File: src/hdl/icache_macros.svh
`ifndef ICACHE_MACROS_SVH
`define ICACHE_MACROS_SVH

// --------------------
// cache geometry

`define ICACHE_ASSOC            2
`define ICACHE_WAY_W            1
`define ICACHE_NUM_SETS         128
`define ICACHE_INDEX_W          7
`define ICACHE_TAG_W            22
`define ICACHE_BLOCK_ADDR_W     (`ICACHE_TAG_W + `ICACHE_INDEX_W)

// --------------------
// fetch and block widths

`define ICACHE_FETCH_BYTES      16
`define ICACHE_FETCH_W          128
`define ICACHE_BLOCK_W          256
// selects the 16B half of a 32B block
`define ICACHE_BLKOFF_W         1

// valid, one pad bit, then the tag
`define ICACHE_TAG_ENTRY_BYTES  3

`endif

File: src/hdl/icache_pkg.sv
`default_nettype none

`include "icache_macros.svh"

package icache_pkg;

    // L2 block address, raw word or tag over index
    typedef union packed {
        logic [`ICACHE_BLOCK_ADDR_W-1:0] raw;
        struct packed {
            logic [`ICACHE_TAG_W-1:0]   tag;
            logic [`ICACHE_INDEX_W-1:0] index;
        } fields;
    } icache_block_addr_u;

endpackage

`default_nettype wire

File: src/hdl/icache_fill_if.sv
`timescale 1ns/100ps
`default_nettype none

`include "icache_macros.svh"

interface icache_fill_if
    import icache_pkg::*;
();

    // response stage, owned by the lookup side
    logic                       resp_valid;
    logic [`ICACHE_INDEX_W-1:0] resp_index;
    logic [`ICACHE_WAY_W-1:0]   victim_way;

    // fill writes, owned by the miss register
    logic [`ICACHE_ASSOC-1:0]    tag_wen;
    logic [`ICACHE_ASSOC-1:0]    data_wen;
    icache_block_addr_u          fill_addr;
    logic [`ICACHE_BLKOFF_W-1:0] fill_blkoff;
    logic                        fill_tag_valid;
    logic [`ICACHE_FETCH_W-1:0]  fill_data;

    modport lookup (
        output resp_valid, resp_index, victim_way,
        input  tag_wen, data_wen, fill_addr, fill_blkoff, fill_tag_valid, fill_data
    );

    modport miss (
        input  resp_valid, resp_index, victim_way,
        output tag_wen, data_wen, fill_addr, fill_blkoff, fill_tag_valid, fill_data
    );

endinterface

`default_nettype wire

File: src/hdl/icache_miss_unit.sv
`timescale 1ns/100ps
`default_nettype none

`include "icache_macros.svh"

module icache_miss_unit
    import icache_pkg::*;
(
    input  logic                            CLK,
    input  logic                            nRST,
    input  logic                            core_resp_miss_valid,
    input  logic [`ICACHE_TAG_W-1:0]        core_resp_miss_tag,
    output logic                            l2_req_valid,
    output logic [`ICACHE_BLOCK_ADDR_W-1:0] l2_req_addr,
    input  logic                            l2_req_ready,
    input  logic                            l2_resp_valid,
    input  logic [`ICACHE_BLOCK_ADDR_W-1:0] l2_resp_addr,
    input  logic [`ICACHE_BLOCK_W-1:0]      l2_resp_data,
    icache_fill_if.miss                     fill
);

    // --------------------
    // miss register

    logic                        miss_valid, next_miss_valid;
    logic                        miss_requested, next_miss_requested;
    logic                        miss_data_valid, next_miss_data_valid;
    logic [`ICACHE_BLKOFF_W-1:0] miss_blkoff, next_miss_blkoff;
    logic                        miss_delay, next_miss_delay;

    // payload, only meaningful while miss_valid
    icache_block_addr_u                                      miss_addr;
    logic [`ICACHE_WAY_W-1:0]                                miss_way;
    logic [2**`ICACHE_BLKOFF_W-1:0][`ICACHE_FETCH_W-1:0]     miss_buffer;

    icache_block_addr_u new_addr;
    logic               same_block;
    logic               alloc;
    logic               capture;

    always_comb begin
        new_addr.fields.tag   = core_resp_miss_tag;
        new_addr.fields.index = fill.resp_index;
        same_block = miss_valid & (miss_addr.raw == new_addr.raw);

        next_miss_valid      = miss_valid;
        next_miss_requested  = miss_requested;
        next_miss_data_valid = miss_data_valid;
        next_miss_blkoff     = miss_blkoff;
        next_miss_delay      = 1'b0;
        alloc                = 1'b0;
        capture              = 1'b0;

        if (miss_data_valid) begin
            // one half per cycle, then the idle cycle
            if (miss_blkoff == '1) begin
                next_miss_data_valid = 1'b0;
                next_miss_delay      = 1'b1;
            end else begin
                next_miss_blkoff = miss_blkoff + 1'b1;
            end
        end else if (miss_delay) begin
            next_miss_valid = 1'b0;
        end else if (fill.resp_valid & core_resp_miss_valid & ~same_block) begin
            // new block, replaces a miss still waiting on L2
            alloc               = 1'b1;
            next_miss_valid     = 1'b1;
            next_miss_requested = 1'b0;
            next_miss_blkoff    = '0;
        end else if (miss_valid) begin
            if (l2_resp_valid & (l2_resp_addr == miss_addr.raw)) begin
                capture              = 1'b1;
                next_miss_requested  = 1'b1;
                next_miss_data_valid = 1'b1;
                next_miss_blkoff     = '0;
            end else if (~miss_requested & l2_req_ready) begin
                next_miss_requested = 1'b1;
            end
        end
    end

    always_ff @(posedge CLK, negedge nRST) begin
        if (~nRST) begin
            miss_valid      <= 1'b0;
            miss_requested  <= 1'b0;
            miss_data_valid <= 1'b0;
            miss_blkoff     <= '0;
            miss_delay      <= 1'b0;
        end else begin
            miss_valid      <= next_miss_valid;
            miss_requested  <= next_miss_requested;
            miss_data_valid <= next_miss_data_valid;
            miss_blkoff     <= next_miss_blkoff;
            miss_delay      <= next_miss_delay;
        end
    end

    always_ff @(posedge CLK) begin
        if (alloc) begin
            miss_addr <= new_addr;
            miss_way  <= fill.victim_way;
        end
        if (capture) begin
            miss_buffer <= l2_resp_data;
        end
    end

    // --------------------
    // L2 request and fill strobes

    assign l2_req_valid = miss_valid & ~miss_requested;
    assign l2_req_addr  = miss_addr.raw;

    // tag written on both halves, valid only with the last
    always_comb begin
        for (int w = 0; w < `ICACHE_ASSOC; w++) begin
            fill.data_wen[w] = miss_data_valid & (miss_way == `ICACHE_WAY_W'(w));
            fill.tag_wen[w]  = miss_data_valid & (miss_way == `ICACHE_WAY_W'(w));
        end
    end

    assign fill.fill_addr      = miss_addr;
    assign fill.fill_blkoff    = miss_blkoff;
    assign fill.fill_tag_valid = (miss_blkoff == '1);
    assign fill.fill_data      = miss_buffer[miss_blkoff];

endmodule

`default_nettype wire

File: src/flat_wrapper.sv
// flat-port wrapper written by rule: the top's interface ports become plain ports
module icache_miss_unit_flat import icache_pkg::*;
  (CLK, nRST, core_resp_miss_valid, core_resp_miss_tag, l2_req_valid, l2_req_addr, l2_req_ready, l2_resp_valid, l2_resp_addr, l2_resp_data, fill_resp_valid, fill_resp_index, fill_victim_way, fill_tag_wen, fill_data_wen, fill_fill_addr, fill_fill_blkoff, fill_fill_tag_valid, fill_fill_data);
  icache_fill_if fill_i ();
  input  logic CLK;
  input  logic nRST;
  input  logic core_resp_miss_valid;
  input  logic [`ICACHE_TAG_W-1:0] core_resp_miss_tag;
  output logic l2_req_valid;
  output logic [`ICACHE_BLOCK_ADDR_W-1:0] l2_req_addr;
  input  logic l2_req_ready;
  input  logic l2_resp_valid;
  input  logic [`ICACHE_BLOCK_ADDR_W-1:0] l2_resp_addr;
  input  logic [`ICACHE_BLOCK_W-1:0] l2_resp_data;
  input wire logic [$bits(fill_i.resp_valid)-1:0] fill_resp_valid;
  input wire logic [$bits(fill_i.resp_index)-1:0] fill_resp_index;
  input wire logic [$bits(fill_i.victim_way)-1:0] fill_victim_way;
  output wire logic [$bits(fill_i.tag_wen)-1:0] fill_tag_wen;
  output wire logic [$bits(fill_i.data_wen)-1:0] fill_data_wen;
  output wire logic [$bits(fill_i.fill_addr)-1:0] fill_fill_addr;
  output wire logic [$bits(fill_i.fill_blkoff)-1:0] fill_fill_blkoff;
  output wire logic [$bits(fill_i.fill_tag_valid)-1:0] fill_fill_tag_valid;
  output wire logic [$bits(fill_i.fill_data)-1:0] fill_fill_data;
  assign fill_i.resp_valid = fill_resp_valid;
  assign fill_i.resp_index = fill_resp_index;
  assign fill_i.victim_way = fill_victim_way;
  assign fill_tag_wen = fill_i.tag_wen;
  assign fill_data_wen = fill_i.data_wen;
  assign fill_fill_addr = fill_i.fill_addr;
  assign fill_fill_blkoff = fill_i.fill_blkoff;
  assign fill_fill_tag_valid = fill_i.fill_tag_valid;
  assign fill_fill_data = fill_i.fill_data;
  icache_miss_unit u_core (.CLK(CLK), .nRST(nRST), .core_resp_miss_valid(core_resp_miss_valid), .core_resp_miss_tag(core_resp_miss_tag), .l2_req_valid(l2_req_valid), .l2_req_addr(l2_req_addr), .l2_req_ready(l2_req_ready), .l2_resp_valid(l2_resp_valid), .l2_resp_addr(l2_resp_addr), .l2_resp_data(l2_resp_data), .fill(fill_i));
endmodule
File: config.mk
export PLATFORM = sky130hd
export DESIGN_NAME = icache_miss_unit_flat
export DESIGN_NICKNAME = d
export VERILOG_FILES = /design/src/hdl/icache_pkg.sv /design/src/hdl/icache_fill_if.sv /design/src/hdl/icache_miss_unit.sv /design/src/flat_wrapper.sv
export VERILOG_INCLUDE_DIRS = /design/src /design/src/hdl
export SDC_FILE = /design/constraint.sdc
export NUM_CORES = 1
export LEC_CHECK = 0
export BUFFER_PORTS_ARGS = -buffer_cell sky130_fd_sc_hd__buf_2
export CORE_AREA = 10 10 191 193
export DETAILED_ROUTE_END_ITERATION = 8
export DIE_AREA = 0 0 201 203
export GPL_TIMING_DRIVEN = 0
export SLEW_MARGIN = 20
export SYNTH_ARGS = -nofsm -noshare
export SYNTH_HDL_FRONTEND = slang
export SYNTH_SLANG_ARGS = --single-unit
File: constraint.sdc
create_clock -name CLK -period 43 [get_ports CLK]
set_input_delay 2.15 -clock CLK [delete_from_list [all_inputs] [get_ports CLK]]
set_output_delay 2.15 -clock CLK [all_outputs]
set_load 0.05 [all_outputs]
==> impl_metrics.py <==
metrics = {
    "placed_design": {
        "place_area_um2": 14700,
        "gp_congestion": 0.935,
        "place_ws_ns": 37.53,
        "portBuffers": 513,
        "hpwlAfterDp_um": 29400,
        "place_inst": 1560,
    },
    "worst_setup_path": {
        "critical_path.most_common_cell": "buf_4",
        "crit_buf_inv": 8,
        "max_stage_delay_ns": 0.40,
        "path_delay_family": "buffers and inverters",
        "cp-start-kind": "input pin",
        "critPathMaxFanout": 12,
        "r2r_slack_ns": 39.34,
        "cpMaxStageDelayCell": "xnor2_1",
        "crit_cells": 13,
        "critPathArrivalTime_ns": 5.11,
        "worstSetupPathType": "in -> reg",
        "rr_startpoint": "u_core.fill.fill_addr[15]$_DFFE_PP_",
        "cp.required_ns": 43.25,
        "worstRegToRegCells": 12,
        "endpoint_kind": "register",
        "path_cells": "buf_2 > xnor2_1 > nand4_1 > nor4_1 > nand2_1 > nor3_2 > buf_6 > buf_4 > buf_4 > buf_4 > buf_4 > buf_6 > buf_4",
        "timing.rr.end": "u_core.miss_buffer[211]$_DFFE_PP_",
    },
    "clock_network": {
        "clock-sinks": 291,
        "cts_tree": "yes",
        "clk_pin_slew_ns": 0.06,
        "cts_hold_buf": 0,
        "root_buffer": "clkbuf_16",
        "cts-buffers-inserted": 30,
        "clk_latency_ns": 0.55,
        "postCtsSetupRepairBufs": 0,
        "clock_path_buffers": 3,
        "ctsResizeCount": 0,
        "htreeDepth": 1,
    },
    "synth": {
        "synth_ff_type": "edfxtp_1",
        "synth_common_cells": "286 x edfxtp_1, 110 x mux2_2, 58 x xnor2_1, 32 x buf_4, 21 x nand4_1",
        "synth.most_common_cell": "edfxtp_1",
        "yosys.area.top_type_share_pct": 75.9,
        "syn_nets": 897,
        "syn_inst": 576,
        "synth.distinct_cells": 24,
        "ys_warn_count": 0,
        "synth.area.top_cells": "edfxtp_1 76%, mux2_2 11%, xnor2_1 4.5%",
        "synth_area_um2": 11300,
        "syn_area_per_cell_um2": 19.6,
        "async_flop_share_pct": 1.72,
        "synth_area_leader_cell": "edfxtp_1",
        "synth_edf_count": 286,
        "ys_seq_area_share_pct": 77.0,
        "ys_ff_latch": 291,
    },
    "sta": {
        "report.final.hold_viol_count": 0,
        "worst_slew_pin_slew_ns": 0.743,
        "tns_ns": 0,
        "slew_headroom_pct": 50.5,
        "fin_hold_ws_ns": 0.542,
        "rsz0062_at_grt": "no",
        "slew_violations": 0,
        "setup_viol": 0,
        "finClkSkew_ns": 0.00898,
        "setup_slack_ns": 38.14,
        "fin_crit_sh_pct": 11.3,
        "clock.fmax_ghz": 0.206,
        "period_needed_ns": 4.86,
    },
    "detailed_routing": {
        "vias": 7278,
        "dr.pass1.iters": 4,
        "via_per_inst": 4.50,
        "wl_per_cell_um": 21.9,
        "wl_um": 35500,
        "ant_nets": 0,
        "drc": 0,
        "dr.first_iter.drc_count": 284,
    },
    "floorplanning": {
        "pin_count": 514,
        "rows": 66,
        "initial_core_util_pct": 34.9,
        "die_w_um": 201,
        "fp.dieH_um": 203,
        "core_um2": 32500,
        "die_area_um2": 40800,
    },
    "finish": {
        "drive_gt1_share_pct": 63.3,
        "syn_to_final_growth_pct": 37.8,
        "final_util_pct": 48.0,
        "seq_area_um2": 8710,
        "design_area_um2": 15600,
        "nets": 1471,
        "instances_no_fill": 1619,
        "n_fill_cell": 2896,
        "multi_input_area_um2": 2290,
    },
    "hold_path": {
        "min_from": "u_core.miss_delay$_DFF_PN0_",
        "hold_class": "reg -> reg",
        "min_path_cells": 2,
        "hold_end": "u_core.miss_valid$_DFFE_PN0P_",
    },
    "power": {
        "p_leak_nw": 6.15,
        "power_density_nw_per_um2": 37.7,
        "peakVddDrop_mv": 0.0395,
        "total_power_mw": 0.588,
    },
    "global_route": {
        "grt.overflow.total": 0,
        "grt_antenna_before_repair": 14,
        "grt_usage_pct": 16.4,
        "grt_pass1_wl_um": 50600,
        "grt_max_degree": 31,
        "grt_pass1_vias": 7935,
    },
    "status": {
        "status": "complete, no violations",
    },
    "job": {
        "cap_violations": 0,
    },
}
==> cell type report <==
type / instances / area share [%]
clock inverter: 14 / 0.562
clock buffer: 41 / 5.22
sequential: 291 / 55.9
multi-input combinational: 237 / 14.7
antenna: 4 / 0.0642
tap: 442 / 3.55
buffer: 47 / 2.01
timing repair buffer: 542 / 18.0
inverter: 1 / 0.0241
==> registers in the layout, summed over array words and instances (netlist names) <==
name	cells
u_core.miss_buffer	256
u_core.fill.fill_addr	29
u_core.fill.fill_blkoff	1
u_core.miss_data_valid	1
u_core.miss_delay	1
u_core.miss_requested	1
u_core.miss_valid	1
u_core.miss_way	1
==> where the power goes <==
part           total (mW)  internal (mW)  switching, mW
logic              0.0347         0.0162         0.0185
registers           0.315          0.313        0.00192
clock network       0.239          0.137          0.102
==> cell usage in the layout, fill, tap and decap left out, types with 5 or more instances in the layout <==
cell type and instances:
buf_2 527, edfxtp_1 286, mux2_2 110, xnor2_1 58, buf_4 55, clkbuf_16 31, nand4_1 21, mux2_1 18
clkbuf_1 11, clkinv_1 8, nand2_1 6, buf_6 6, dfrtp_1 5
==> worst reg2reg max path, stage by stage, from the launching register on <==
cell and delay, ns:
edfxtp_1 0.46, xnor2_1 0.46, nand4_1 0.15, nor4_1 0.35, nand2_1 0.17, nor3_2 0.40, buf_6 0.21, buf_4 0.21
buf_4 0.23, buf_4 0.20, buf_4 0.19, buf_6 0.16, buf_4 0.20
==> how the worst max path moves through the flow <==
| stage | from | endpoint | slack [ns] |
|---|---|---|---|
| global route | l2_resp_addr[15] | u_core.miss_buffer[81]$_DFFE_PP_ | 37.92 |
| floorplan | core_resp_miss_tag[11] | u_core.miss_buffer[0]$_DFFE_PP_ | 21.73 |
| CTS | l2_resp_addr[15] | u_core.miss_buffer[207]$_DFFE_PP_ | 38.10 |
| finish | l2_resp_addr[15] | u_core.miss_buffer[211]$_DFFE_PP_ | 38.14 |
| global placement | l2_resp_addr[15] | u_core.miss_buffer[101]$_DFFE_PP_ | 14.43 |
| detailed placement | l2_resp_addr[15] | u_core.miss_buffer[208]$_DFFE_PP_ | 37.53 |
==> metal layers <==
| metal | vias up | GRT usage [%] | wire (um) |
|---|---|---|---|
| met5 | - | 0 | 121 |
| met4 | 18 | 5.33 | 1050 |
| met3 | 79 | 8.02 | 4200 |
| met2 | 388 | 30.0 | 18300 |
| met1 | 3437 | 15.8 | 11900 |
| li1 | 3356 | - | - |
==> kinds of logic after synthesis <==
group	Yosys count	synth area share [%]
buffers and inverters	48	2.81
xor gates and xnor gates	58	4.49
DFF	291	77.0
muxes	128	12.7
and+or+nand+nor	42	2.31
AOI/OAI and AO/OA	9	0.652
Power figures use the tool's default switching activity.
